$ cat config.mk
export PLATFORM = sky130hd
export DESIGN_NAME = barrel_shifter
export DESIGN_NICKNAME = d
export VERILOG_FILES = /design/src/rtl/core_pkg.sv /design/src/rtl/barrel_shifter.sv
export SDC_FILE = /design/constraint.sdc
export NUM_CORES = 1
export LEC_CHECK = 0
export BUFFER_PORTS_ARGS = -buffer_cell sky130_fd_sc_hd__buf_4
export CORE_MARGIN = 5
export CORE_UTILIZATION = 55
export DETAILED_ROUTE_END_ITERATION = 7
export PLACE_DENSITY = 0.85
export SETUP_SLACK_MARGIN = 0.05
export SYNTH_ARGS = -nofsm -noshare
export SYNTH_HDL_FRONTEND = slang
export SYNTH_SLANG_ARGS = --single-unit
$ cat constraint.sdc
create_clock -name vclk -period 2.3
set_input_delay 0.345 -clock vclk [all_inputs]
set_output_delay 0.345 -clock vclk [all_outputs]
set_load 0.05 [all_outputs]
$ cat src/rtl/core_pkg.sv
package core_pkg;

    localparam int data_width     = 32; // Width of every general register.
    localparam int reg_addr_width = 4;  // Sixteen registers R0 to R15.
    localparam int pc_width       = 11; // Program counter bits kept in R15.
    localparam int mem_addr_width = 6;  // Word index into the 64-word data memory.
    localparam int queue_depth    = 4;  // Queue entries and the sender's starting credits.

    // Micro-operation codes as produced by the decoder.
    typedef enum logic [3:0] {
        op_add = 4'd0,  // Rd = Rn + shifted Rm.
        op_sub = 4'd1,  // Rd = Rn - shifted Rm.
        op_and = 4'd2,  // Rd = Rn & shifted Rm.
        op_orr = 4'd3,  // Rd = Rn | shifted Rm.
        op_eor = 4'd4,  // Rd = Rn ^ shifted Rm.
        op_mov = 4'd5,  // Rd = shifted Rm.
        op_ldr = 4'd6,  // Rd = mem[Rn + shifted Rm].
        op_str = 4'd7,  // mem[Rn + shifted Rm] = Rd.
        op_b   = 4'd8   // PC = Rn + shifted Rm.
    } opcode_e;

    // Barrel shifter modes applied to the Rm operand.
    typedef enum logic [1:0] {
        sh_lsl = 2'd0, // Logical shift left.
        sh_lsr = 2'd1, // Logical shift right.
        sh_asr = 2'd2, // Arithmetic shift right.
        sh_ror = 2'd3  // Rotate right.
    } shift_e;

    // Source of the next R15 value, encoded as in the register file.
    typedef enum logic [1:0] {
        pc_inc    = 2'd0, // Advance by one.
        pc_start  = 2'd1, // Load the external start address.
        pc_branch = 2'd3  // Load the branch target from the datapath.
    } pc_sel_e;

    // One decoded micro-operation, 22 bits in all.
    typedef struct packed {
        opcode_e                   opcode; // Operation to perform.
        logic [reg_addr_width-1:0] rd;     // Destination, or store data source.
        logic [reg_addr_width-1:0] rn;     // First operand.
        logic [reg_addr_width-1:0] rm;     // Second operand, which passes the shifter.
        logic [reg_addr_width-1:0] rs;     // Register holding the shift amount.
        shift_e                    shift;  // Shift mode for rm.
    } uop_t;

    // One register write, 37 bits in all.
    typedef struct packed {
        logic                      valid; // Write takes place this cycle.
        logic [reg_addr_width-1:0] addr;  // Target register.
        logic [data_width-1:0]     data;  // Value written.
    } wb_t;

endpackage : core_pkg

$ cat src/rtl/barrel_shifter.sv
`timescale 1ns/1ps

module barrel_shifter (
    input  logic             [31:0] value,  // Rm operand.
    input  logic             [4:0]  amount, // Low bits of the Rs register.
    input  core_pkg::shift_e        shift,
    output logic             [31:0] result
);
    import core_pkg::*;

    // One stage of the log shifter, moving v by a fixed distance n.
    function automatic logic [data_width-1:0] shift_step(
        input logic [data_width-1:0] v,
        input int                    n,
        input shift_e                kind
    );
        case (kind)
            sh_lsl:  return v << n;
            sh_lsr:  return v >> n;
            sh_asr:  return $unsigned($signed(v) >>> n); // Sign bit fills from the top.
            sh_ror:  return (v >> n) | (v << (data_width - n)); // Bits shifted out reenter on top.
            default: return v;
        endcase
    endfunction

    // Five stages of 1, 2, 4, 8 and 16 positions, each enabled by one amount bit.
    always_comb begin
        logic [data_width-1:0] acc;
        acc = value;
        for (int i = 0; i < $bits(amount); i++) begin
            if (amount[i]) begin
                acc = shift_step(acc, 1 << i, shift);
            end
        end
        result = acc;
    end

endmodule : barrel_shifter

==> run_results.csv, run 1 <==
group,metric,value,unit
run_status,run_status,"did not finish",
run_status,stop_stage,"clock tree synthesis (4_1_cts)",
run_status,stop_error,"[ERROR DPL-0038] Utilization greater than 100%, impossible to legalize",
placement,dp_hpwl,20.7,mm
clock_tree,cts.repair.resized,242,
synth,ys_top_cells_by_area,"nor2_1 (7.6%), o21ai_0 (7.1%), mux2i_1 (5.4%)",
die,io_pins,71,
synth,synth.distinct_cells,77,
synth,synthCells,674,
clock_tree,post-cts-setup-buffers,24,
die,start_util,55.9,%
synth,yosysMostFrequentCell,"nor2_1",
synth,synth_common_cells,"nor2_1 (86), o21ai_0 (60), nand2_1 (47)",
die,fp.dieW,97.9,µm
placement,postPlaceCellArea,6930,µm²
synth,yosysTopAreaCell,"nor2_1",
die,fp-row-count,32,
synth,synthesis.area,4250,µm²
clock_tree,hold_buffers,0,
synth,syn_area_per_cell,6.30,µm²
placement,numPortBuffers,71,
placement,gp_congestion,1.19,
synth,synth_seq_area_share,0,%
synth,ys_warn_count,0,
placement,detailedPlace.worstSlack,-878,ps
die,die_h,97.9,µm
synth,synth_nets,713,
synth,synth.top_cell.area_share,7.60,%
[cell families after synthesis]
| logic type | Yosys count | share of synthesized area [%] |
|---|---|---|
| AOI/OAI and AO/OA | 300 | 49.2 |
| and+or+nand+nor | 260 | 31.9 |
| muxes | 34 | 10.5 |
| buffers and inverters | 79 | 8.27 |
| xor gates and xnor gates | 1 | 0.206 |
[per-stage QoR]
stage / cells / util [%] / hold WS, ps
3_3_place_gp: 1012 / 91.2 / 1120
2_1_floorplan: 674 / - / 1030
3_5_place_dp: 1012 / 91.2 / 1140
==> run 2, diff against run 1 <==
--- a/config.mk
+++ b/config.mk
@@ -7,10 +7,9 @@
 export LEC_CHECK = 0
 export BUFFER_PORTS_ARGS = -buffer_cell sky130_fd_sc_hd__buf_4
 export CORE_MARGIN = 5
-export CORE_UTILIZATION = 55
+export CORE_UTILIZATION = 40
 export DETAILED_ROUTE_END_ITERATION = 7
-export PLACE_DENSITY = 0.85
-export SETUP_SLACK_MARGIN = 0.05
+export PLACE_DENSITY_LB_ADDON = 0.15
 export SYNTH_ARGS = -nofsm -noshare
 export SYNTH_HDL_FRONTEND = slang
 export SYNTH_SLANG_ARGS = --single-unit
==> constraint.sdc (replaced) <==
create_clock -name vclk -period 3
set_input_delay 0.45 -clock vclk [all_inputs]
set_output_delay 0.45 -clock vclk [all_outputs]
set_load 0.05 [all_outputs]
==> run 2 against run 1 <==
Effect of this change:
- the flow now finishes, with violations (negative setup slack)
- synthesized cell count did not move
- area after synthesis did not move
==> run_results.csv, run 2 <==
group,metric,value,unit
power_and_ir_drop,clkPwrFrac,0,%
die,coreArea,10300,µm²
timing,min_period,3220,ps
worst_setup_path,startpoint,"shift[0]",
grt,grt_pass1_wl,37.7,mm
die,design.die.area,12800,µm²
final_layout,fin_util,72.4,%
timing,maxSlewViolCount,0,
grt,antenna_found_initial,0,
drt,viasPerCell,6.98,
synth,ys_warn_count,0,
power_and_ir_drop,power_leakage,3.00,nW
final_layout,syn_to_final_growth,76.0,%
final_layout,layout_common_cells,"buf_4 (234), nor2_1 (82), nand2_1 (46)",
grt,grtUsageMet3,5.40,%
timing,rsz0062_at_grt,"true",
run_status,run_status,"finished, violations left",
power_and_ir_drop,sw_frac_of_total,57.1,%
worst_setup_path,critical_path.endpoint,"result[30]",
die,fp-row-count,37,
grt,grt.met2_usage,58.3,%
synth,synthesis.area,4250,µm²
drt,ant_nets,0,
placement,dp_hpwl,18.2,mm
worst_setup_path,path_class,"in -> out",
grt,grt.busiest_layer,"met2",
final_layout,final_layout_size_suffix_gt1_share,49.4,%
timing,relSlewSlack,45.0,%
placement,numPlacedInstances,1012,
final_layout,seq_area,0,µm²
clock_tree,hold_buffers,0,
synth,ys_top_cells_by_area,"nor2_1 (7.6%), o21ai_0 (7.1%), mux2i_1 (5.4%)",
power_and_ir_drop,power.share.sequential,0,%
placement,detailedPlace.worstSlack,-320,ps
die,fp.dieW,113,µm
grt,grt_pass1_vias,6782,
grt,gr-usage-met1,48.1,%
grt,grt_usage,36.1,%
timing,worst_hold_slack,1480,ps
synth,synth.distinct_cells,77,
drt,drt_iter0_markers,1060,
timing,fin_crit_sh,107,%
drt,dr.pass1.iters,6,
synth,yosysMostFrequentCell,"nor2_1",
power_and_ir_drop,ir_worst_vdd,0.000161,V
worst_setup_path,critPathMaxFanout,8,
worst_setup_path,startpoint_type,"input pin",
power_and_ir_drop,p_switching,1.05,mW
synth,synth_common_cells,"nor2_1 (86), o21ai_0 (60), nand2_1 (47)",
drt,drcViolationCount,0,
die,io_pins,71,
synth,synth_seq_area_share,0,%
run_status,violations,"negative setup slack",
placement,numPortBuffers,71,
min_path,hold_class,"in -> out",
worst_setup_path,cp-end-kind,"output port",
timing,fmaxAchievable,310,MHz
final_layout,finalNonFillerCells,1034,
placement,postPlaceCellArea,6450,µm²
power_and_ir_drop,pwr-share-comb,100.0,%
placement,gp_congestion,1.04,
grt,grt_max_degree,50,
timing,layout_setup_ws,-221,ps
worst_setup_path,worst_path_max_delay_cell,"mux4_2",
worst_setup_path,critPathRequiredTime,2550,ps
power_and_ir_drop,total_power,1.84,mW
run,cap_violations,0,
drt,wl,25.1,mm
worst_setup_path,cp_cell_sequence,"buf_12 -> buf_6 -> or3b_4 -> a21boi_1 -> mux4_2 -> nor2_2 -> a31oi_2 -> o32ai_2 -> o22a_1 -> buf_6",
final_layout,design_area,7480,µm²
synth,yosysTopAreaCell,"nor2_1",
final_layout,seq_cells,0,
power_and_ir_drop,p_per_area,246,nW/µm²
final_layout,clkbuf_count,0,
worst_setup_path,slowest_delay,610,ps
final_layout,final_common_cell,"buf_4",
final_layout,layout.nets,939,
synth,synth.top_cell.area_share,7.60,%
worst_setup_path,arrival,2770,ps
timing,worst_pin_slew,822,ps
power_and_ir_drop,p_int,0.790,mW
final_layout,num_antenna_cells,0,
die,start_util,41.2,%
timing,setup_viol,26,
timing,hold_viol,0,
synth,syn_area_per_cell,6.30,µm²
timing,setup_tns,-2140,ps
worst_setup_path,cpMostUsedCell,"buf_6",
grt,grt_overflow,0,
drt,via_count,7214,
synth,synth_nets,713,
drt,avgRoutedWirePerCell,24.3,µm
final_layout,fillCellCount,823,
die,die_h,113,µm
synth,synthCells,674,
[run 2: cell counts after synthesis]
Identical to the previous run, type by type.
[run 2: cell type report]
| cell class | instances | area [µm²] | area share (%) |
|---|---|---|---|
| Multi-Input combinational cell | 595 | 4630 | 61.9 |
| Timing Repair Buffer | 293 | 2640 | 35.4 |
| Tap cell | 136 | 170 | 2.28 |
| Inverter | 10 | 37.5 | 0.502 |
[run 2: kinds of logic (layout without fill, tap and decap cells)]
logic type	count (synthesis)	count (layout)	share of synthesized area, %
AOI/OAI and AO/OA	300	300	49.2
and+or+nand+nor	260	260	31.9
buffers and inverters	79	303	8.27
muxes	34	34	10.5
xor gates and xnor gates	1	1	0.206
[run 2: power by group through the flow]
stage	clock, mW	sequential (mW)	combinational, mW
floorplan	0	0	0.895
global placement	0	0	1.55
detailed placement	0	0	1.56
CTS	0	0	1.67
global route	0	0	1.92
finish	0	0	1.84
[run 2: routing by layer]
metal | routed length [µm] | up-vias | part of all wire [%]
met5 | 0 | - | 0
li1 | - | 3132 | -
met1 | 9530 | 3385 | 38
met3 | 2880 | 132 | 11
met4 | 1380 | 0 | 5.5
met2 | 11300 | 565 | 45
[run 2: repair_timing]
| action | CTS | global route |
|---|---|---|
| gates cloned | 0 | 4 |
| setup endpoints to repair | 31 | 32 |
| gates resized for setup | 102 | 81 |
| setup buffers | 9 | 9 |
| pin swaps | 29 | 23 |
[run 2: how the worst min path moves through the flow]
stage               cells after the start  startpoint  slack [ps]          to
floorplan                               2   amount[4]        1260  result[31]
global placement                        4   amount[3]        1490   result[4]
detailed placement                      4   amount[3]        1500   result[4]
CTS                                     4   amount[3]        1500   result[4]
global route                            4   amount[3]        1510   result[4]
finish                                  4   amount[3]        1480   result[4]
[run 2: critical path, delay by kind of cell]
kind	cells	cell delay, ps
compound gates	4	730
buf+inv	3	400
mux	1	610
simple gates	2	570
(Power assumes the default switching activity.)
