$ cat src/rtl/core_pkg.sv
package core_pkg;

    localparam int data_width     = 32; // Width of every general register.
    localparam int reg_addr_width = 4;  // Sixteen registers R0 to R15.
    localparam int pc_width       = 11; // Program counter bits kept in R15.
    localparam int mem_addr_width = 6;  // Word index into the 64-word data memory.
    localparam int queue_depth    = 4;  // Queue entries and the sender's starting credits.

    // Micro-operation codes as produced by the decoder.
    typedef enum logic [3:0] {
        op_add = 4'd0,  // Rd = Rn + shifted Rm.
        op_sub = 4'd1,  // Rd = Rn - shifted Rm.
        op_and = 4'd2,  // Rd = Rn & shifted Rm.
        op_orr = 4'd3,  // Rd = Rn | shifted Rm.
        op_eor = 4'd4,  // Rd = Rn ^ shifted Rm.
        op_mov = 4'd5,  // Rd = shifted Rm.
        op_ldr = 4'd6,  // Rd = mem[Rn + shifted Rm].
        op_str = 4'd7,  // mem[Rn + shifted Rm] = Rd.
        op_b   = 4'd8   // PC = Rn + shifted Rm.
    } opcode_e;

    // Barrel shifter modes applied to the Rm operand.
    typedef enum logic [1:0] {
        sh_lsl = 2'd0, // Logical shift left.
        sh_lsr = 2'd1, // Logical shift right.
        sh_asr = 2'd2, // Arithmetic shift right.
        sh_ror = 2'd3  // Rotate right.
    } shift_e;

    // Source of the next R15 value, encoded as in the register file.
    typedef enum logic [1:0] {
        pc_inc    = 2'd0, // Advance by one.
        pc_start  = 2'd1, // Load the external start address.
        pc_branch = 2'd3  // Load the branch target from the datapath.
    } pc_sel_e;

    // One decoded micro-operation, 22 bits in all.
    typedef struct packed {
        opcode_e                   opcode; // Operation to perform.
        logic [reg_addr_width-1:0] rd;     // Destination, or store data source.
        logic [reg_addr_width-1:0] rn;     // First operand.
        logic [reg_addr_width-1:0] rm;     // Second operand, which passes the shifter.
        logic [reg_addr_width-1:0] rs;     // Register holding the shift amount.
        shift_e                    shift;  // Shift mode for rm.
    } uop_t;

    // One register write, 37 bits in all.
    typedef struct packed {
        logic                      valid; // Write takes place this cycle.
        logic [reg_addr_width-1:0] addr;  // Target register.
        logic [data_width-1:0]     data;  // Value written.
    } wb_t;

endpackage : core_pkg

$ cat src/rtl/uop_queue.sv
`timescale 1ns/1ps

module uop_queue (
    input  logic           clk,
    input  logic           rst,
    input  logic           push,          // Sender delivers a micro-operation.
    input  core_pkg::uop_t push_uop,
    input  logic           pop,           // Issue control consumes the head.
    output core_pkg::uop_t head,
    output logic           head_valid,
    output logic           credit_return  // One pulse per popped entry.
);
    import core_pkg::*;

    uop_t                             entries [queue_depth]; // Storage for queued micro-operations.
    logic [$clog2(queue_depth)-1:0]   wr_ptr;                // Next slot to write.
    logic [$clog2(queue_depth)-1:0]   rd_ptr;                // Current head slot.
    logic [$clog2(queue_depth+1)-1:0] count;                 // Entries held.
    logic                             do_push;
    logic                             do_pop;

    assign head       = entries[rd_ptr];
    assign head_valid = (count != '0);
    assign do_pop     = pop && head_valid; // Popping an empty queue is ignored.
    assign do_push    = push && ((count != queue_depth) || do_pop); // Credits keep this true.

    always_ff @(posedge clk) begin
        if (do_push) begin
            entries[wr_ptr] <= push_uop; // Storage needs no reset.
        end
    end

    always_ff @(posedge clk) begin
        if (rst) begin
            wr_ptr        <= '0;
            rd_ptr        <= '0;
            count         <= '0;
            credit_return <= 1'b0;
        end else begin
            wr_ptr        <= wr_ptr + do_push; // Pointers wrap at the power-of-two depth.
            rd_ptr        <= rd_ptr + do_pop;
            count         <= count + do_push - do_pop;
            credit_return <= do_pop; // Credit goes back one cycle after the pop.
        end
    end

endmodule : uop_queue

$ cat config.mk
export PLATFORM = sky130hd
export DESIGN_NAME = uop_queue
export DESIGN_NICKNAME = d
export VERILOG_FILES = /design/src/rtl/core_pkg.sv /design/src/rtl/uop_queue.sv
export SDC_FILE = /design/constraint.sdc
export NUM_CORES = 1
export LEC_CHECK = 0
export ABC_AREA = 1
export BUFFER_PORTS_ARGS = -buffer_cell sky130_fd_sc_hd__buf_2
export CELL_PAD_IN_SITES_DETAIL_PLACEMENT = 2
export CELL_PAD_IN_SITES_GLOBAL_PLACEMENT = 2
export CORE_MARGIN = 3
export CORE_UTILIZATION = 42
export CTS_CLUSTER_SIZE = 14
export DETAILED_ROUTE_END_ITERATION = 16
export PLACE_DENSITY = 0.9
export SLEW_MARGIN = 15
export SYNTH_ARGS = -nofsm -noshare
export SYNTH_HDL_FRONTEND = slang
export SYNTH_SLANG_ARGS = --single-unit
$ cat constraint.sdc
create_clock -name clk -period 5.47 [get_ports clk]
set_input_delay 0.2735 -clock clk [delete_from_list [all_inputs] [get_ports clk]]
set_output_delay 0.2735 -clock clk [all_outputs]
set_load 0.02 [all_outputs]
=== Word-level counts from Yosys, hierarchy flattened ===
Memories as Yosys holds them, arrays and structs flattened. A register that Yosys moved wholly into a read port is not among the register bits.
Cells that the tools add are included.
W data, S select, Z words.

* Muxes and demuxes: 3
* Eq/ne operators: 1
* Reduce and logical (&&, ||, !) cells: 4
* Add/sub/neg operators: 4

{| class="wikitable"
|+ Operators by type and width
! operator !! count
|-
| $add A2 B1 Y2 || 2
|-
| $add A3 B1 Y3 || 1
|-
| $ne A3 B3 Y1 const B || 1
|-
| $reduce_bool A3 Y1 || 1
|-
| $sub A3 B1 Y3 || 1
|-
| $logic_and A1 B1 Y1 || 2
|-
| $mux W1 || 2
|-
| $mux W2 || 1
|-
| $logic_or A1 B1 Y1 || 1
|}

* Memories: 1
* Register bits: 8
* Output and inout port bits: 24
* Word-level logic and storage cells: 17
* Bits in writable memories: 88

{| class="wikitable"
|+ Memory list
! name !! words !! bits a word !! read ports !! clocked after memory_dff !! write ports !! line !! source
|-
| entries || 4 || 22 || 1 || 1 || 1 || uop_queue.sv:15 || <nowiki>uop_t entries [queue_depth];</nowiki>
|}

=== Depth between registers and ports, before layout ===
* Depth after elaboration: 6
* Depth in mapped cells: 11
* Mapped depth without buffers: 11

=== Worst setup path after synthesis ===
No wires, ideal clock.

* Path kind: register -> register
* From: register count[1]
* To: memory entries[0][0] (netlist name), enable pin
* Cell stages (with the launch flop): 5
* Arrival time: 1.527 ns
* Required time: 5.069 ns
* Slack: 3.543 ns
* Path through: dfxtp_1 > nor2_1 > nand3b_1 > nand2_1 > nor2_1

* Word-level cells in the longest chain between the ends: 6
* Elaborated cells on any way between the ends: 7
* Classes of those cells: 1 x eq/ne; 2 x mux; 4 x reduce/logical

{| class="wikitable"
|+ Ends and longest elaborated chain
! item !! line !! source
|-
| from (decl) || uop_queue.sv:18 || <nowiki>logic [$clog2(queue_depth+1)-1:0] count;</nowiki>
|-
| from (signal assigned) || uop_queue.sv:42 || <nowiki>count <= count + do_push - do_pop;</nowiki>
|-
| $reduce_bool A3 Y1 || uop_queue.sv:23 || <nowiki>assign head_valid = (count != '0);</nowiki>
|-
| $logic_and A1 B1 Y1 || uop_queue.sv:24 || <nowiki>assign do_pop = pop && head_valid;</nowiki>
|-
| $logic_or A1 B1 Y1 * || uop_queue.sv:25 || <nowiki>assign do_push = push && ((count != queue_depth) || do_pop);</nowiki>
|-
| $logic_and A1 B1 Y1 * || uop_queue.sv:25 ||
|-
| $mux W1 * || uop_queue.sv:28 || <nowiki>if (do_push) begin</nowiki>
|-
| $mux W1 (not written as such) * || uop_queue.sv:29 || <nowiki>entries[wr_ptr] <= push_uop;</nowiki>
|-
| to (decl) || uop_queue.sv:15 ||
|}

Every way passes the cells marked *; elsewhere a longest branch is shown, timed or not.

==> results.py <==
metrics = {
    "floorplanning": {
        "num_io_pins": 50,
        "coreArea_mm2": 0.008934,
        "die-area_mm2": 0.01062,
        "rows": 34,
        "start_util": 0.4427,
        "die_h_um": 103.0,
        "die_w_um": 103.0,
    },
    "final_layout": {
        "diodes": 0,
        "fin_nets": 388,
        "fill_cells": 905,
        "final_common_cell": "edfxtp_1",
        "layout_common_cells": "edfxtp_1, inv_1, nand2_1",
        "stdcell_count": 469,
        "final_area_mm2": 0.004453,
        "areaGrowthSynthToFinish_pct": 12.59,
        "drive_above_1_share": 0.2438,
        "post-route-util": 0.4985,
    },
    "power": {
        "p_comb_frac": 0.269,
        "seq_power_share": 0.506,
        "p_clk_frac": 0.226,
        "peakVddDrop_uv": 467.4,
        "p_int_w": 0.001270,
        "p_per_area_mw_per_mm2": 448.8,
        "swShare": 0.3643,
        "power_leakage_nw": 1.717,
        "switchingPower_w": 0.0007281,
    },
    "cts": {
        "insertion_delay_ns": 0.36,
        "cts_hold_buf": 0,
        "htree_levels": 3,
        "ctsLongestPathBuffers": 2,
        "cts-root-buf": "clkbuf_8",
        "cts_tree": "done",
        "cts_sinks": 96,
        "clk_pin_slew_worst_paths_ns": 0.10,
        "cts_buffers": 9,
        "post_cts_buffers": 0,
        "cts-resized-gates": 0,
    },
    "detailed_routing": {
        "drt_iter0_markers": 147,
        "routed_wl_mm": 9.414,
        "route.detailed.drc": 0,
        "vias_per_cell": 5.156,
        "drt_first_pass_iters": 6,
        "drtAntennaViolNets": 0,
        "via_count": 2418,
        "avgRoutedWirePerCell_um": 20.07,
    },
    "timing": {
        "fmax_mhz": 433.7,
        "drv_slew": 0,
        "worst_pin_slew_ns": 1.130,
        "fin_crit_sh": 0.4215,
        "slew_headroom": 0.2466,
        "clock-skew-final_ns": 0.01021,
        "min_period_ns": 2.306,
        "setup_slack_ns": 3.164,
        "hold_viol": 0,
        "rsz0062_at_grt": "false",
        "setup_violations": 0,
        "setup_tns_ns": 0,
    },
    "setup_path": {
        "crit_path_start": "rd_ptr[1]$_SDFF_PP0_",
        "crit_path_start_kind": "flip-flop",
        "endpoint_kind": "primary output",
        "r2r_start": "count[1]$_SDFF_PP0_",
        "worst_ep_arrival_time_ns": 2.03,
        "path_max_fanout": 45,
        "critPathKind": "flip-flop to primary output",
        "crit_required_ns": 5.20,
    },
    "yosys": {
        "synth_top_area_frac": 0.6681,
        "synth-seq-cells": 96,
        "syn-num-nets": 343,
        "yosys.cell_types.count": 19,
        "synth_top_area_cell": "edfxtp_1",
        "yosys_warnings": 0,
        "ys_seq_area_frac": 0.7086,
        "syn_avg_cell_area_um2": 12.68,
        "synthTopCellsByArea": "edfxtp_1, o211ai_2, inv_1",
        "syn_area_mm2": 0.003955,
        "syn-instance-count": 312,
    },
    "placement": {
        "place_area_mm2": 0.004257,
        "place_inst": 454,
        "io_buffers": 49,
        "dpl_worst_slack_ns": 3.158,
        "globalplace.congestion": 0.7185,
        "place_hpwl_mm": 6.300,
    },
    "worst_hold_path": {
        "hp-class": "primary input to flip-flop",
        "hp-start": "push_uop[4]",
    },
    "global_route": {
        "grt_pass1_vias": 2651,
        "antenna_found_initial": 0,
        "grt_max_degree": 90,
        "grt_overflow_total": 0,
        "grt_pass1_wl_mm": 14.62,
        "track_usage": 0.1887,
    },
    "run": {
        "maxCapViolations": 0,
    },
    "outcome": {
        "status": "finished clean",
    },
}
==> critical path: stages (launching register included) <==
cell and delay, ns:
dfxtp_2 1.09, o211ai_1 0.24, nand2_1 0.17, buf_2 0.18
==> metal layers <==
layer / global-route usage / up-vias / part of all wire
met4: 0.06474 / 0 / 0.011
met5: 0 / - / 0
met1: 0.2362 / 1219 / 0.43
met3: 0.03180 / 9 / 0.024
met2: 0.3310 / 47 / 0.54
li1: - / 1143 / -
==> synthesized netlist by cell type <==
| cell | n |
|---|---|
| xnor2_1 | 2 |
| o21ai_0 | 20 |
| o211ai_2 | 18 |
| nor2_1 | 13 |
| dfxtp_1 | 8 |
| inv_1 | 57 |
| ha_1 | 4 |
| nand3_1 | 1 |
| o21ai_1 | 2 |
| o211ai_1 | 4 |
| nand2_1 | 54 |
| clkbuf_1 | 3 |
| a21oi_1 | 23 |
| nand3b_1 | 1 |
| buf_6 | 4 |
| fa_1 | 1 |
| buf_4 | 2 |
| edfxtp_1 | 88 |
| buf_2 | 7 |
==> state kept, by name (all words and copies together), names as in the netlist <==
name,flops
rd_ptr,2
wr_ptr,2
credit_return,1
entries,88
count,3
==> cell type report <==
type	instances	area, um2	share of cell area
Clock buffer	10	127.6	0.02866
Clock inverter	5	58.81	0.01321
Inverter	57	214.0	0.04805
Multi-Input combinational cell	143	857.1	0.1925
Sequential cell	96	2808	0.6305
Tap cell	108	135.1	0.03035
Timing Repair Buffer	50	252.7	0.05676
==> final timing paths <==
check,to,slack (ns),depth (start not counted)
max,head[21],3.16,3
min,entries[1][4]$_DFFE_PP_,0.13,1
max reg2reg,count[2]$_SDFF_PP0_,3.34,9
min reg2reg,wr_ptr[1]$_SDFF_PP0_,0.58,2
==> through the flow <==
stage | total power (W) | hold slack, ns
after floorplan | 0.001376 | 0.3724
after global placement | 0.001524 | 0.4987
after detailed placement | 0.001574 | 0.5003
after CTS | 0.002025 | 0.1264
after global routing | 0.002119 | 0.1229
final | 0.001999 | 0.1340
==> kinds of logic (layout without fill, tap and decap cells) <==
logic type      after synthesis  count (layout)  share of synthesized area
flops                        96              96                     0.7086
buf+inv                      73             122                    0.08099
simple gates                 69              69                    0.06675
compound gates               67              67                     0.1215
fa+ha+maj                     5               5                    0.01772
xor+xnor                      2               2                   0.004430
==> power by group through the flow <==
stage	Combinational, W	Sequential (W)	Clock [W]
global route	0.000600	0.00103	0.000490
finish	0.000537	0.00101	0.000451
CTS	0.000547	0.00101	0.000463
floorplan	0.000461	0.000915	0
global placement	0.000506	0.00102	0
detailed placement	0.000543	0.00103	0
Note: power is estimated with default switching activity, not from simulation.
