===== config.mk =====
export PLATFORM = sky130hd
export DESIGN_NAME = issue_ctrl
export DESIGN_NICKNAME = d
export VERILOG_FILES = /design/src/rtl/core_pkg.sv /design/src/rtl/issue_ctrl.sv
export SDC_FILE = /design/constraint.sdc
export NUM_CORES = 1
export LEC_CHECK = 0
export BUFFER_PORTS_ARGS = -buffer_cell sky130_fd_sc_hd__buf_2
export CAP_MARGIN = 30
export CORE_MARGIN = 2
export CORE_UTILIZATION = 31
export DETAILED_ROUTE_END_ITERATION = 12
export GPL_ROUTABILITY_DRIVEN = 0
export PLACE_DENSITY_LB_ADDON = 0.12
export SLEW_MARGIN = 20
export SYNTH_ARGS = -nofsm -noshare
export SYNTH_HDL_FRONTEND = slang
export SYNTH_SLANG_ARGS = --single-unit

===== constraint.sdc =====
create_clock -name clk -period 1.84 [get_ports clk]
set_input_delay 0.46 -clock clk [delete_from_list [all_inputs] [get_ports clk]]
set_output_delay 0.46 -clock clk [all_outputs]
set_load 0.05 [all_outputs]

===== src/rtl/core_pkg.sv =====
package core_pkg;

    localparam int data_width     = 32; // Width of every general register.
    localparam int reg_addr_width = 4;  // Sixteen registers R0 to R15.
    localparam int pc_width       = 11; // Program counter bits kept in R15.
    localparam int mem_addr_width = 6;  // Word index into the 64-word data memory.
    localparam int queue_depth    = 4;  // Queue entries and the sender's starting credits.

    // Micro-operation codes as produced by the decoder.
    typedef enum logic [3:0] {
        op_add = 4'd0,  // Rd = Rn + shifted Rm.
        op_sub = 4'd1,  // Rd = Rn - shifted Rm.
        op_and = 4'd2,  // Rd = Rn & shifted Rm.
        op_orr = 4'd3,  // Rd = Rn | shifted Rm.
        op_eor = 4'd4,  // Rd = Rn ^ shifted Rm.
        op_mov = 4'd5,  // Rd = shifted Rm.
        op_ldr = 4'd6,  // Rd = mem[Rn + shifted Rm].
        op_str = 4'd7,  // mem[Rn + shifted Rm] = Rd.
        op_b   = 4'd8   // PC = Rn + shifted Rm.
    } opcode_e;

    // Barrel shifter modes applied to the Rm operand.
    typedef enum logic [1:0] {
        sh_lsl = 2'd0, // Logical shift left.
        sh_lsr = 2'd1, // Logical shift right.
        sh_asr = 2'd2, // Arithmetic shift right.
        sh_ror = 2'd3  // Rotate right.
    } shift_e;

    // Source of the next R15 value, encoded as in the register file.
    typedef enum logic [1:0] {
        pc_inc    = 2'd0, // Advance by one.
        pc_start  = 2'd1, // Load the external start address.
        pc_branch = 2'd3  // Load the branch target from the datapath.
    } pc_sel_e;

    // One decoded micro-operation, 22 bits in all.
    typedef struct packed {
        opcode_e                   opcode; // Operation to perform.
        logic [reg_addr_width-1:0] rd;     // Destination, or store data source.
        logic [reg_addr_width-1:0] rn;     // First operand.
        logic [reg_addr_width-1:0] rm;     // Second operand, which passes the shifter.
        logic [reg_addr_width-1:0] rs;     // Register holding the shift amount.
        shift_e                    shift;  // Shift mode for rm.
    } uop_t;

    // One register write, 37 bits in all.
    typedef struct packed {
        logic                      valid; // Write takes place this cycle.
        logic [reg_addr_width-1:0] addr;  // Target register.
        logic [data_width-1:0]     data;  // Value written.
    } wb_t;

endpackage : core_pkg


===== src/rtl/issue_ctrl.sv =====
`timescale 1ns/1ps

module issue_ctrl (
    input  logic              clk,
    input  logic              rst,
    input  core_pkg::uop_t    head,
    input  logic              head_valid,
    input  logic              start,       // Start pulse that reloads the PC.
    output logic              pop,
    output core_pkg::uop_t    issue_uop,
    output logic              issue_valid,
    output logic [3:0]        a_addr,
    output logic [3:0]        b_addr,
    output logic [3:0]        shift_addr,
    output logic [3:0]        str_addr,
    output logic              load_pc,
    output core_pkg::pc_sel_e sel_pc
);
    import core_pkg::*;

    logic                      last_ld_valid; // A load issued in the previous cycle.
    logic [reg_addr_width-1:0] last_ld_rd;    // Its destination register.
    logic                      uses_ld_rd;    // Head reads the pending load's destination.
    logic                      hazard;

    // A store also reads rd as its data source.
    assign uses_ld_rd = (head.rn == last_ld_rd) || (head.rm == last_ld_rd) ||
                        (head.rs == last_ld_rd) ||
                        ((head.opcode == op_str) && (head.rd == last_ld_rd));
    assign hazard      = last_ld_valid && uses_ld_rd; // Wait one cycle for the load data.
    assign issue_valid = head_valid && !hazard;
    assign pop         = issue_valid; // Every issue frees one queue entry.
    assign issue_uop   = head;

    // Operand addresses come straight from the head so reads finish in the issue cycle.
    assign a_addr     = head.rn;
    assign b_addr     = head.rm;
    assign shift_addr = head.rs;
    assign str_addr   = head.rd;

    assign load_pc = start || issue_valid;

    always_comb begin
        if (start) begin
            sel_pc = pc_start; // Start overrides the step of a concurrent issue.
        end else if (issue_valid && (head.opcode == op_b)) begin
            sel_pc = pc_branch;
        end else begin
            sel_pc = pc_inc;
        end
    end

    always_ff @(posedge clk) begin
        if (rst) begin
            last_ld_valid <= 1'b0;
        end else begin
            last_ld_valid <= issue_valid && (head.opcode == op_ldr);
        end
        last_ld_rd <= head.rd; // Only read while last_ld_valid is set.
    end

endmodule : issue_ctrl


# == Yosys cells after proc, flatten, opt, wreduce, memory -nomap -nowiden ==
# Index checks and enable logic that the tools add are counted.
# totals
ff_bits,5
word_cells,21
out_inout_bits,43
# classes
n_reduce_logical,10
mux,2
n_eq_ne,7
# ops
operator,n
4-bit equality test,4
4-bit by 3-bit equality test with 1-bit output (second input constant),2
1-bit logical AND,5
4-bit equality test (second input constant),1
1-bit logical OR,4
2-bit two-way mux,2
1-bit logical NOT,1

# == Depth between registers and ports, before layout ==
# logic_depth
ltp_word,10
depth_mapped,6
ltp_nobuf,5

# == Least setup slack after synthesis ==
# OpenSTA, ideal clock, no wires.
# synth_timing
kind,input to output
start,in head[19] in the netlist's numbering
end,out sel_pc[0]
required_ns,1.380
n_path_buf,0
t_arrival_ns,1.916
cell_stages,2
slack_ns,-0.536
path_cell_list,or4b_2 -> o21bai_1
# synth_via
elab_chain_cells,9
elab_cells_between_ends,10
# synth_lines
item,line_no,source
"start, declared",issue_ctrl.sv:6,"input core_pkg::uop_t head,"
4-bit by 3-bit equality test with 1-bit output,issue_ctrl.sv:29,((head.opcode == op_str) && (head.rd == last_ld_rd));
1-bit logical AND,issue_ctrl.sv:29,
1-bit logical OR,issue_ctrl.sv:28,(head.rs == last_ld_rd) ||
1-bit logical AND,issue_ctrl.sv:30,assign hazard = last_ld_valid && uses_ld_rd;
1-bit logical NOT,issue_ctrl.sv:31,assign issue_valid = head_valid && !hazard;
1-bit logical AND,issue_ctrl.sv:31,
1-bit logical AND (*),issue_ctrl.sv:46,end else if (issue_valid && (head.opcode == op_b)) begin
2-bit two-way mux (*),issue_ctrl.sv:46,
2-bit two-way mux (*),issue_ctrl.sv:44,if (start) begin
"end, declared",issue_ctrl.sv:17,output core_pkg::pc_sel_e sel_pc
# Mark *: on every way between the ends. The rest lies on a longest branch, timed or not.

# == Final worst setup path ==
# layout_timing
start,in head[21] in the netlist's numbering
end,out issue_valid
# layout_via
elab_chain_cells,6
# layout_lines
item,line_no,source
4-bit by 3-bit equality test with 1-bit output,issue_ctrl.sv:29,
1-bit logical AND,issue_ctrl.sv:29,
1-bit logical OR,issue_ctrl.sv:28,
1-bit logical AND,issue_ctrl.sv:30,
1-bit logical NOT,issue_ctrl.sv:31,
1-bit logical AND,issue_ctrl.sv:31,
"end, declared",issue_ctrl.sv:11,"output logic issue_valid,"
# No other way between the ends.

==> impl_summary.md <==
Detailed routing
The detailed-route via count is 578. The residual antenna-violating net count after detailed routing is 0. The total wire length after detailed routing is 1350 µm. For this run, the detailed router's first-pass iteration total came to 1. The average vias per placed instance is approximately 3.9. For this run, design rule violations remaining after detail routing come to 0. The count of routing violations after the opening detailed-route iteration is 0. Dividing the detail-routed wire length by the instance count gives roughly 9.0 µm.

GRT
The initial antenna violation count came to 0. For this run, global-route usage on met2 was measured as 0.204. met2 is the most crowded layer. The global routing met1 resource utilization is 0.115. For this run, global-route usage on met3 was measured as 0.0424.

The global-route wire length before repair is about 2100 µm. The number of global-route vias before repair is between 500 and 600. The global-route usage over all layers is 0.108.

The largest net degree at the start of global routing is 6. The global route total overflow is 0.

Final layout
Compared with the post-synthesis result, the final layout area differs by 50.2%. The core utilization of the finished layout is 0.492. The net count of the finished layout is 150.

The number of antenna diodes is 0. The ratio of cells with drive above 1 in the final layout is 0.797.

Timing
Setup violations remaining at the end of the flow were counted as 5. The highest attainable clock frequency is roughly 460 MHz. On the final layout, the worst clock skew is roughly 0.00054 ns.

After layout, the worst setup slack is -0.341 ns. The minimum period implied by the final worst setup slack is roughly 2.2 ns. The tightest hold path in the finished design has a slack of about 0.37 ns. The number of failing hold endpoints at the final stage is 0.

The max-slew violation count is 0. Setup repair after global routing could not meet its margin everywhere. The aggregate negative setup slack is -1.51 ns. At the pin with the least slew margin, the transition time is between 0.2 and 0.3 ns.

Of the available clock period, the critical path in the final layout requires 1.19. In this run the tightest slew margin relative to its limit is 0.817.

Worst setup path
Of all nets on the critical path, the largest fanout is 5. The largest single stage delay on the critical path is ~0.32 ns. At the worst endpoint, the arrival time is 1.72 ns. The endpoint class of the critical path is a primary output. The category of the worst setup path launch point is a primary input. STA puts the critical path data required time at 1.38 ns. The library cell appearing most often on the critical path is sky130_fd_sc_hd__buf_6. The worst setup path is of the in2out kind. Among all stages on the critical path, the largest delay is contributed by sky130_fd_sc_hd__nor4_2. Walking the worst path, the cells encountered are buf_6 > nand3b_1 > nor4_2 > nand4_1 > nand4_4 > clkinvlp_4 > buf_6.

Synthesis
The top flip-flop cell by instance count after synthesis is sky130_fd_sc_hd__dfxtp_1. The number of nets in the synthesized netlist is 101. The synthesis-stage register bit count is 5.

The combined area of all synthesized cells is about 640 µm². Of the post-synthesis cell area, the dominant cell type holds 0.455. Counting every instance in the synthesized netlist gives 75.

For this run, the register share of the synthesized area comes to 0.156. The count of yosys warnings during synthesis is 0. Ranked by instance count, the synthesized netlist is headed by 39 x sky130_fd_sc_hd__buf_4, 14 x sky130_fd_sc_hd__xor2_1, 5 x sky130_fd_sc_hd__dfxtp_1.

The most common cell in the synthesized netlist is sky130_fd_sc_hd__buf_4. The top cell type by total area after synthesis is sky130_fd_sc_hd__buf_4. The count of distinct cell types in the synthesized netlist is 17. By area the synthesized netlist is led by sky130_fd_sc_hd__buf_4 46%, sky130_fd_sc_hd__xor2_1 19%, sky130_fd_sc_hd__dfxtp_1 16%. After synthesis, the share of flip-flops with an asynchronous set or reset is 0.

A synthesized cell averages 8.57 µm². Counting flops with a built-in enable in the synthesized netlist gives 0.

Clock tree
The TritonCTS clock tree is built. The later pin in the worst-skew pair is clocked with a latency of between 0.2 and 0.25 ns. The maximum level of the CTS H-tree is 1. No sink is reached through more buffers than the 2 on the longest clock path. After clock tree synthesis, the clock-pin slew on the worst setup and hold paths is 0.04 ns. The hold buffer count at cts is 0. The tree built by TritonCTS fans out to 5 sinks.

Clock tree synthesis inserted a total of 3 buffers. The CTS root buffer is sky130_fd_sc_hd__clkbuf_4.

Floorplanning
For this configuration, the core starts out at a cell density of 0.328. The floorplan step set the die width to 49.5 µm. Measured along the y axis, the die boundary spans approximately 50 µm. The placeable core region is 1960 µm². The area of the die is roughly 2500 µm².

The boundary pin count is between 60 and 70. The row count is 16.

Run
The max-cap check violation count is 0.

Placement
The post-detailed-placement half-perimeter wirelength is between 1000 and 1500 µm. Before CTS, the worst setup slack after placement is -0.305 ns. Input and output buffers added on the ports amount to 64.

Run status
The final reports fail on setup timing. The run finished, with violations left.

Power
The power density relative to cell area is between 600 and 700 nW/µm². Total power for the finished layout comes to slightly below 600 µW. VDD sags by at most 0.000500 V. The static leakage is roughly 0.00051 µW.

Hold path
The class of the tightest hold or removal check is in2reg.
-- flip-flops by register name, summed over array words and instances, names as in the netlist --
name           cells
last_ld_valid      1
last_ld_rd         4
-- layer usage --
layer,wire (µm),vias up,share of wire
met5,0,-,0
met4,0,0,0
met3,136,0,0.10
met2,726,31,0.54
met1,490,248,0.36
li1,-,299,-
-- cell families after synthesis --
kind of cell           Yosys count  share of synthesized area
AND/OR/NAND/NOR                 12                      0.146
AO/OA/AOI/OAI                    2                     0.0195
flip-flops                       5                      0.156
XOR/XNOR                        16                      0.218
buffers and inverters           40                      0.461
-- layout make-up --
type                    instances  area (µm²)
flip-flops and latches          5         108
fillers                       231         996
well taps                      27        33.8
multi-input cells              30         290
repair buffers                 83         500
inverters                       1        7.51
clock buffers                   4        26.3
-- through the flow --
stage               cells  instance area (µm²)
floorplan              75                  677
global placement      145                  866
detailed placement    145                  866
CTS                   150                  958
global route          150                  966
finish                150                  966
-- worst max-delay path, delay by kind of cell --
kind | cells | cell delay (ns)
buf+inv | 3 | 0.38
simple gates | 4 | 0.89
-- repair_timing --
| item | in CTS | in global routing |
|---|---|---|
| setup buffers | 1 | 0 |
| pin swaps | 8 | 3 |
| endpoints found under the setup margin | 5 | 5 |
| cloned | 0 | 0 |
| resized for setup | 18 | 1 |
-- where the power goes --
group          switching (µW)  internal, µW  total (µW)
clock                    43.7          81.9         126
sequential               8.14           114         122
combinational             227           105         333
total                     279           301         581
-- cell usage in the layout (no fill, tap or decap), types with 2 or more instances in the layout --
| master | n |
|---|---|
| sky130_fd_sc_hd__xor2_1 | 13 |
| sky130_fd_sc_hd__buf_2 | 58 |
| sky130_fd_sc_hd__buf_6 | 6 |
| sky130_fd_sc_hd__buf_4 | 19 |
| sky130_fd_sc_hd__clkbuf_4 | 3 |
| sky130_fd_sc_hd__nor4_1 | 2 |
| sky130_fd_sc_hd__dfxtp_2 | 3 |
| sky130_fd_sc_hd__nor4_2 | 2 |
| sky130_fd_sc_hd__xnor2_1 | 2 |
-- final timing paths --
check | startpoint | endpoint | slack (ns) | cells past startpoint
setup / recovery | head[21] | issue_valid | -0.34 | 7
hold / removal | head[15] | last_ld_rd[1]$_DFF_P_ | 0.37 | 1
setup reg to reg | last_ld_rd[0]$_DFF_P_ | last_ld_valid$_SDFF_PP0_ | 0.30 | 7
hold reg to reg | last_ld_valid$_SDFF_PP0_ | last_ld_valid$_SDFF_PP0_ | 0.89 | 5
Power figures use the tool's default switching activity.
