## src/rtl/core_pkg.sv

```systemverilog
package core_pkg;

    localparam int data_width     = 32; // Width of every general register.
    localparam int reg_addr_width = 4;  // Sixteen registers R0 to R15.
    localparam int pc_width       = 11; // Program counter bits kept in R15.
    localparam int mem_addr_width = 6;  // Word index into the 64-word data memory.
    localparam int queue_depth    = 4;  // Queue entries and the sender's starting credits.

    // Micro-operation codes as produced by the decoder.
    typedef enum logic [3:0] {
        op_add = 4'd0,  // Rd = Rn + shifted Rm.
        op_sub = 4'd1,  // Rd = Rn - shifted Rm.
        op_and = 4'd2,  // Rd = Rn & shifted Rm.
        op_orr = 4'd3,  // Rd = Rn | shifted Rm.
        op_eor = 4'd4,  // Rd = Rn ^ shifted Rm.
        op_mov = 4'd5,  // Rd = shifted Rm.
        op_ldr = 4'd6,  // Rd = mem[Rn + shifted Rm].
        op_str = 4'd7,  // mem[Rn + shifted Rm] = Rd.
        op_b   = 4'd8   // PC = Rn + shifted Rm.
    } opcode_e;

    // Barrel shifter modes applied to the Rm operand.
    typedef enum logic [1:0] {
        sh_lsl = 2'd0, // Logical shift left.
        sh_lsr = 2'd1, // Logical shift right.
        sh_asr = 2'd2, // Arithmetic shift right.
        sh_ror = 2'd3  // Rotate right.
    } shift_e;

    // Source of the next R15 value, encoded as in the register file.
    typedef enum logic [1:0] {
        pc_inc    = 2'd0, // Advance by one.
        pc_start  = 2'd1, // Load the external start address.
        pc_branch = 2'd3  // Load the branch target from the datapath.
    } pc_sel_e;

    // One decoded micro-operation, 22 bits in all.
    typedef struct packed {
        opcode_e                   opcode; // Operation to perform.
        logic [reg_addr_width-1:0] rd;     // Destination, or store data source.
        logic [reg_addr_width-1:0] rn;     // First operand.
        logic [reg_addr_width-1:0] rm;     // Second operand, which passes the shifter.
        logic [reg_addr_width-1:0] rs;     // Register holding the shift amount.
        shift_e                    shift;  // Shift mode for rm.
    } uop_t;

    // One register write, 37 bits in all.
    typedef struct packed {
        logic                      valid; // Write takes place this cycle.
        logic [reg_addr_width-1:0] addr;  // Target register.
        logic [data_width-1:0]     data;  // Value written.
    } wb_t;

endpackage : core_pkg

```

## src/rtl/alu.sv

```systemverilog
`timescale 1ns/1ps

module alu (
    input  core_pkg::uop_t issue_uop,
    input  logic           issue_valid,
    input  logic [31:0]    a_data,      // Rn value.
    input  logic [31:0]    shifted_b,   // Rm after the barrel shifter.
    input  logic [31:0]    str_data_in, // Rd value for stores.
    output core_pkg::wb_t  alu_wb,
    output logic [10:0]    dp_pc,       // Branch target.
    output logic [5:0]     mem_addr,    // Data memory word index.
    output logic           store_en,
    output logic           load_en,
    output logic [31:0]    str_data
);
    import core_pkg::*;

    logic [data_width-1:0] sum;      // Shared adder for add, address and branch.
    logic [data_width-1:0] result;
    logic                  is_dp;    // Opcode writes a register through the ALU port.

    assign sum = a_data + shifted_b;

    always_comb begin
        case (issue_uop.opcode)
            op_add:  result = sum;
            op_sub:  result = a_data - shifted_b;
            op_and:  result = a_data & shifted_b;
            op_orr:  result = a_data | shifted_b;
            op_eor:  result = a_data ^ shifted_b;
            op_mov:  result = shifted_b;
            default: result = sum; // Loads, stores and branches use the sum.
        endcase
    end

    assign is_dp = (issue_uop.opcode inside {op_add, op_sub, op_and, op_orr, op_eor, op_mov});

    assign alu_wb.valid = issue_valid && is_dp;
    assign alu_wb.addr  = issue_uop.rd;
    assign alu_wb.data  = result;

    assign dp_pc = sum[pc_width-1:0]; // Regfile picks it only for a branch.

    // The sum is a byte address and the memory holds words.
    assign mem_addr = sum[mem_addr_width+1:2];
    assign store_en = issue_valid && (issue_uop.opcode == op_str);
    assign load_en  = issue_valid && (issue_uop.opcode == op_ldr);
    assign str_data = str_data_in;

endmodule : alu

```

## config.mk

```make
export PLATFORM = sky130hd
export DESIGN_NAME = alu
export DESIGN_NICKNAME = d
export VERILOG_FILES = /design/src/rtl/core_pkg.sv /design/src/rtl/alu.sv
export SDC_FILE = /design/constraint.sdc
export NUM_CORES = 1
export LEC_CHECK = 0
export BUFFER_PORTS_ARGS = -buffer_cell sky130_fd_sc_hd__buf_2
export CELL_PAD_IN_SITES_DETAIL_PLACEMENT = 1
export CELL_PAD_IN_SITES_GLOBAL_PLACEMENT = 1
export CORE_UTILIZATION = 28
export DETAILED_ROUTE_END_ITERATION = 10
export PLACE_DENSITY = 0.73
export SYNTH_ARGS = -nofsm -noshare
export SYNTH_HDL_FRONTEND = slang
export SYNTH_SLANG_ARGS = --single-unit
export TNS_END_PERCENT = 100
```

## constraint.sdc

```tcl
create_clock -name vclk -period 6.2
set_input_delay 1.24 -clock vclk [all_inputs]
set_output_delay 1.24 -clock vclk [all_outputs]
set_load 0.02 [all_outputs]
```

---- Yosys cells after proc, flatten, opt, wreduce, memory -nomap -nowiden ----
Index checks and enable logic that the tools add are counted.
storage, ports and cells
  logic and storage cells ................. 18
  flip-flop bits (word level) ............. 0
  input port bits ......................... 119
  output and inout bits ................... 88
operators by class
  $add $sub $neg .......................... 2
  reductions and logical operators ........ 5
  multiplexer cells ....................... 1
  equality and inequality tests ........... 7
  bitwise operators ....................... 3
operator list
  cell                                                                    number
  32-bit case mux with 5 select lines                                     1
  32-bit adder                                                            1
  32-bit AND                                                              1
  32-bit OR                                                               1
  32-bit subtractor                                                       1
  32-bit XOR                                                              1
  4-bit by 3-bit equality test with 1-bit output (second input constant)  4
  4-bit by 2-bit equality test with 1-bit output (second input constant)  2
  6-bit nonzero test                                                      1
  4-bit by 1-bit equality test with 1-bit output (second input constant)  1
  4-bit logical NOT                                                       1
  1-bit logical AND                                                       3

---- Longest topological paths before layout ----
Gate-level depths: netlist of the first run.
  depth in word-level cells ............... 3
  gate-level depth with buffers ........... 13
  depth with buffers taken out ............ 13

---- Worst setup path before layout of the first run ----
OpenSTA, ideal clock, no wires.
  kind .................................... input to output
  start ................................... in a_data[0]
  end ..................................... out alu_wb[30] (netlist bit)
  slack ................................... 1.015 ns
  data required time ...................... 4.960 ns
  arrival ................................. 3.945 ns
  buffers on the path ..................... 0
  cell stages on the path ................. 13
  path through ............................ inv_1 ha_1 inv_1 fa_1 nor2b_1 o311ai_1 a21oi_2 a21oi_2 o41ai_2 a221o_1 a31o_2 o211a_1 o32ai_1
RTL lines
  what                RTL line  text
  start: declaration  alu.sv:6  input logic [31:0] a_data,
  end: declaration    alu.sv:9  output core_pkg::wb_t alu_wb,

==> impl_metrics.json, run 1 <==
{
  "slew_headroom_pct": 45.92,
  "synth_compound_area_share_pct": 43.86,
  "fin_nets": 1104,
  "cp.required_ps": 4960,
  "die-height_um": 144.6,
  "synthTopCellsByArea": "ha_1, a21oi_1, inv_1",
  "cp-end-kind": "output port",
  "max_stage_delay_ps": 690,
  "vias": 6572,
  "utilization_pct": 31.36,
  "outcome": "complete, no violations",
  "drv_cap": 0,
  "grt_usage_pct": 20.02,
  "synth_top_family_by_area": "compound AO/OA/AOI/OAI gates",
  "io_buffer_count": 121,
  "drc": 0,
  "drt-initial-drc-count": 391,
  "synth-simple-area-share_pct": 15.51,
  "n_fill_cell": 2574,
  "dr.pass1.iters": 6,
  "critPathBufInv": 3,
  "synth_mux_area_share_pct": 0.3514,
  "path_class": "primary input to output port",
  "pin_count": 207,
  "synth_top_area_share_pct": 20.87,
  "cts-resized-gates": 0,
  "wl_met2_um": 10450,
  "hold_depth": 0,
  "syn_area_um2": 5697,
  "initial_core_util_pct": 28.89,
  "grt_first_pass_wirelength_um": 33800,
  "die_area_um2": 20920,
  "row_count": 51,
  "n_antenna_cell": 0,
  "ys_seq_area_share_pct": 0,
  "syn-num-nets": 1065,
  "drt-total-wl_um": 21550,
  "finalHoldViolCount": 0,
  "seqCellArea_um2": 0,
  "ant_nets": 0,
  "cp_max_fo": 5,
  "cp_slowest_cell": "o21ai_0",
  "gp_congestion": 0.8660,
  "fmax_ghz": 0.1730,
  "post-route-period-util_pct": 93.21,
  "antenna_found_initial": 0,
  "drive_gt1_share_pct": 18.62,
  "crit_cells": 13,
  "slew_violations": 0,
  "layout_commonest_cell": "buf_2",
  "wl_per_cell_um": 18.73,
  "route.met3.wl_um": 933,
  "overflow": 0,
  "vias_per_cell": 5.710,
  "hold_buffers": 0,
  "grt_max_degree": 33,
  "nFlopsAndLatches": 0,
  "post-dp-hpwl_um": 17210,
  "critPathArrivalTime_ps": 4540,
  "grt_pass1_vias": 6506,
  "leakagePower_uw": 0.002891,
  "synth_fa_ha_area_share_pct": 21.57,
  "critPathTopFamily": "compound AO/OA/AOI/OAI gates",
  "die_w_um": 144.6,
  "hp-class": "primary input to output port",
  "synth-xor-area-share_pct": 1.691,
  "cp-start-kind": "primary input",
  "area_growth_syn_to_layout_pct": 8.544,
  "synth_cell_types": 73,
  "power.density_nw_per_um2": 113.7,
  "path_cells": "buf_2 -> inv_1 -> ha_1 -> a211oi_1 -> o21bai_1 -> and3_2 -> o21ai_0 -> a21oi_1 -> o21ai_0 -> nor3_1 -> o221a_2 -> a21oi_1 -> buf_2",
  "ir_worst_vdd_uv": 50.41,
  "worst_slew_pin_slew_ps": 802.7,
  "synth_top_area_cell": "ha_1",
  "syn_inst": 849,
  "rsz0062_at_grt": "no",
  "setup_viol_count_final": 0,
  "synth_area_per_cell_um2": 6.710,
  "synth_warnings": 0,
  "setup_tns_ps": 0,
  "cts_setup_buffers": 0,
  "final_cell_mix": "buf_2, inv_1, ha_1, a21oi_1, o21ai_0",
  "topRoutingLayerUsed": "met4",
  "final.min_clock_period_ps": 5779,
  "num-clock-buffers": 0,
  "m1WireLength_um": 9847,
  "design.core.area_um2": 19720
}
-- per-layer routing --
metal  vias to the layer above  GRT usage, %
li1                       3144             -
met1                      3207         26.31
met2                       189         36.06
met3                        32        0.8940
met4                         0         3.823
met5                         -             0
-- kinds of logic after synthesis --
group,after synthesis
xor gates and xnor gates,11
and+or+nand+nor,187
AOI/OAI and AO/OA,352
muxes,2
buffers and inverters,200
adders and majority gates,97
-- final timing paths --
kind / slack [ps] / endpoint / from
max: 420 / alu_wb[29] / shifted_b[1]
min: 2480 / str_data[0] / str_data_in[0]
-- where the power goes --
| group | internal [uW] | switching, uW | total, uW |
|---|---|---|---|
| Sequential | 0 | 0 | 0 |
| Combinational | 247 | 456 | 703 |
| Clock | 0 | 0 | 0 |
| Total | 247 | 456 | 703 |
-- stage by stage --
stage	setup WS [ps]	power [uW]	hold slack, ps	cell area, um2	instances
6_report	421.3	703.0	2480	6183	1151
2_1_floorplan	1015	527.1	2593	5697	849
3_3_place_gp	457.3	685.1	2480	6183	1151
3_5_place_dp	492.7	696.4	2480	6183	1151
5_1_grt	129.6	767.7	2480	6183	1151
4_1_cts	489.7	699.5	2480	6183	1151
-- area by class of cell --
type                       count  area, um2  share of cell area [%]
inverter                     102      382.9                   6.192
multi-input combinational    649       4758                   76.95
tap                          265      331.6                   5.362
timing repair buffer         135      710.7                   11.49
-- cells in the mapped netlist (all sizes together) (5+ instances only) --
library cell / number
nor4: 10
o211ai: 28
o31ai: 9
nor2: 52
a22oi: 16
and3: 5
buf: 62
clkbuf: 36
o21ai: 65
o22ai: 11
a222oi: 11
ha: 95
a211oi: 8
o32ai: 5
o21bai: 14
nand3: 14
o221ai: 6
nand2b: 12
a221oi: 10
a221o: 11
a21o: 15
o2111ai: 6
nor2b: 8
a31oi: 7
xnor2: 11
nor3: 17
inv: 102
and2: 6
nand2: 50
a21oi: 86
No activity file was read; power rests on OpenSTA's default activity.
==> run 2: changes to the inputs <==
- PLACE_DENSITY: 0.73 -> 0.76
- clock period: 6.2 -> 4.8 ns (I/O delays scaled with it)
==> run 2 against run 1 <==
Effect of this change: final cell count is 8.7% higher; critical endpoint is now alu_wb[31]; sequential share of layout area stayed put; non-clock buffer count is 100 higher; via count is 9.5% higher; clock-buffer cell count stayed put; total power is 53% higher; global-route usage is 1.7 points higher; setup slack worse by 370 ps; sequential cell count stayed put; worst hold slack worse by 560 ps; largest cell class unchanged.
==> impl_metrics.json, run 2 (same netlist as run 1, synthesis figures left out) <==
{
  "outcome": "complete, no violations",
  "cp_slowest_cell": "a2111oi_4",
  "min_from": "issue_uop[15]",
  "swShare_pct": 60.17,
  "ir_worst_vdd_uv": 64.23,
  "row_count": 51,
  "rsz0062_at_grt": "yes",
  "cp_max_fo": 7,
  "finalHoldViolCount": 0,
  "critPathArrivalTime_ps": 3790,
  "die-height_um": 144.6,
  "seqCellArea_um2": 0,
  "dp.cells": 1245,
  "final.min_clock_period_ps": 4745,
  "fin_nets": 1204,
  "die_w_um": 144.6,
  "hp-class": "primary input to output port",
  "drc": 0,
  "area_growth_syn_to_layout_pct": 26.42,
  "num-clock-buffers": 0,
  "leakagePower_uw": 0.003422,
  "ant_nets": 0,
  "critPathBufInv": 4,
  "cp-start-kind": "primary input",
  "drt-total-wl_um": 23660,
  "max_stage_delay_ps": 450,
  "finalInstanceArea_um2": 7202,
  "cp.required_ps": 3840,
  "utilization_pct": 36.53,
  "die_area_um2": 20920,
  "n_fill_cell": 2546,
  "antenna_found_initial": 0,
  "slew_headroom_pct": 19.69,
  "seq_power_share_pct": 0,
  "io_buffer_count": 121,
  "design.core.area_um2": 19720,
  "p_int_uw": 427.5,
  "wl_per_cell_um": 18.92,
  "vias_per_cell": 5.752,
  "dr.pass1.iters": 5,
  "setup_tns_ps": 0,
  "fin_cells": 1251,
  "grt_pass1_vias": 7165,
  "critPathTopFamily": "compound AO/OA/AOI/OAI gates",
  "setup_viol_count_final": 0,
  "cp-end-kind": "output port",
  "hold_buffers": 0,
  "final_cell_mix": "buf_2, buf_4, inv_1, ha_1, a21oi_1",
  "drt-initial-drc-count": 403,
  "n_antenna_cell": 0,
  "dpl_cell_area_um2": 6900,
  "post-dp-hpwl_um": 18880,
  "gp_congestion": 0.8851,
  "power_switching_uw": 645.9,
  "path_class": "primary input to output port",
  "combPwrFrac_pct": 100.0,
  "nFlopsAndLatches": 0,
  "vias": 7196,
  "worst_slew_pin_slew_ps": 1205,
  "layout_commonest_cell": "buf_2",
  "grt_max_degree": 32,
  "drive_gt1_share_pct": 30.53,
  "p_total_uw": 1073,
  "critical_path.most_common_cell": "buf_2",
  "slew_violations": 0,
  "initial_core_util_pct": 28.89,
  "grt_first_pass_wirelength_um": 36510,
  "pin_count": 207,
  "pwr-share-clk_pct": 0,
  "path_cells": "buf_2 -> inv_1 -> ha_4 -> nor2_1 -> a221oi_2 -> o41ai_4 -> a311oi_4 -> buf_4 -> a21oi_2 -> a2111oi_4 -> o21ai_2 -> and3_1 -> a22o_1 -> buf_2",
  "grt_usage_pct": 21.69,
  "overflow": 0,
  "power.density_nw_per_um2": 149.1,
  "post-route-period-util_pct": 98.86,
  "cp-startpoint": "shifted_b[3]",
  "fmax_ghz": 0.2107,
  "drv_cap": 0
}
==> run 2: layer usage <==
| metal | GRT usage [%] | vias up | routed length, um |
|---|---|---|---|
| met5 | 0 | - | 0 |
| met4 | 6.981 | 0 | 735 |
| met3 | 1.623 | 63 | 1104 |
| met2 | 39.04 | 259 | 11550 |
| met1 | 27.10 | 3514 | 10270 |
| li1 | - | 3360 | - |
==> run 2: final timing paths <==
check | end | slack (ps) | depth (start not counted)
worst max-delay path | alu_wb[31] | 50 | 14
worst min-delay path | alu_wb[33] | 1920 | 0
==> run 2: area by class of cell <==
| cell class | count | area, um2 | area share, % |
|---|---|---|---|
| repair buffers | 235 | 1489 | 20.67 |
| inverters | 102 | 385.4 | 5.351 |
| well taps | 265 | 331.6 | 4.604 |
| multi-input cells | 649 | 4996 | 69.37 |
==> run 2: timing repair <==
item,CTS,global route
endpoints found under the setup margin,9,17
gates resized for setup,24,36
pin swaps,10,15
buffers inserted,2,4
==> run 2: power groups by stage <==
stage	sequential [uW]	combinational, uW	clock, uW
finish	0	1070	0
global placement	0	982	0
global route	0	1160	0
detailed placement	0	1010	0
CTS	0	1030	0
floorplan	0	681	0
==> run 2: through the flow <==
stage | worst slack [ps] | hold WS, ps
after floorplan | 175.0 | 2033
after global placement | -127.2 | 1920
after detailed placement | -167.2 | 1920
after CTS | -14.40 | 1920
after global routing | -63.01 | 1920
final | 54.63 | 1920
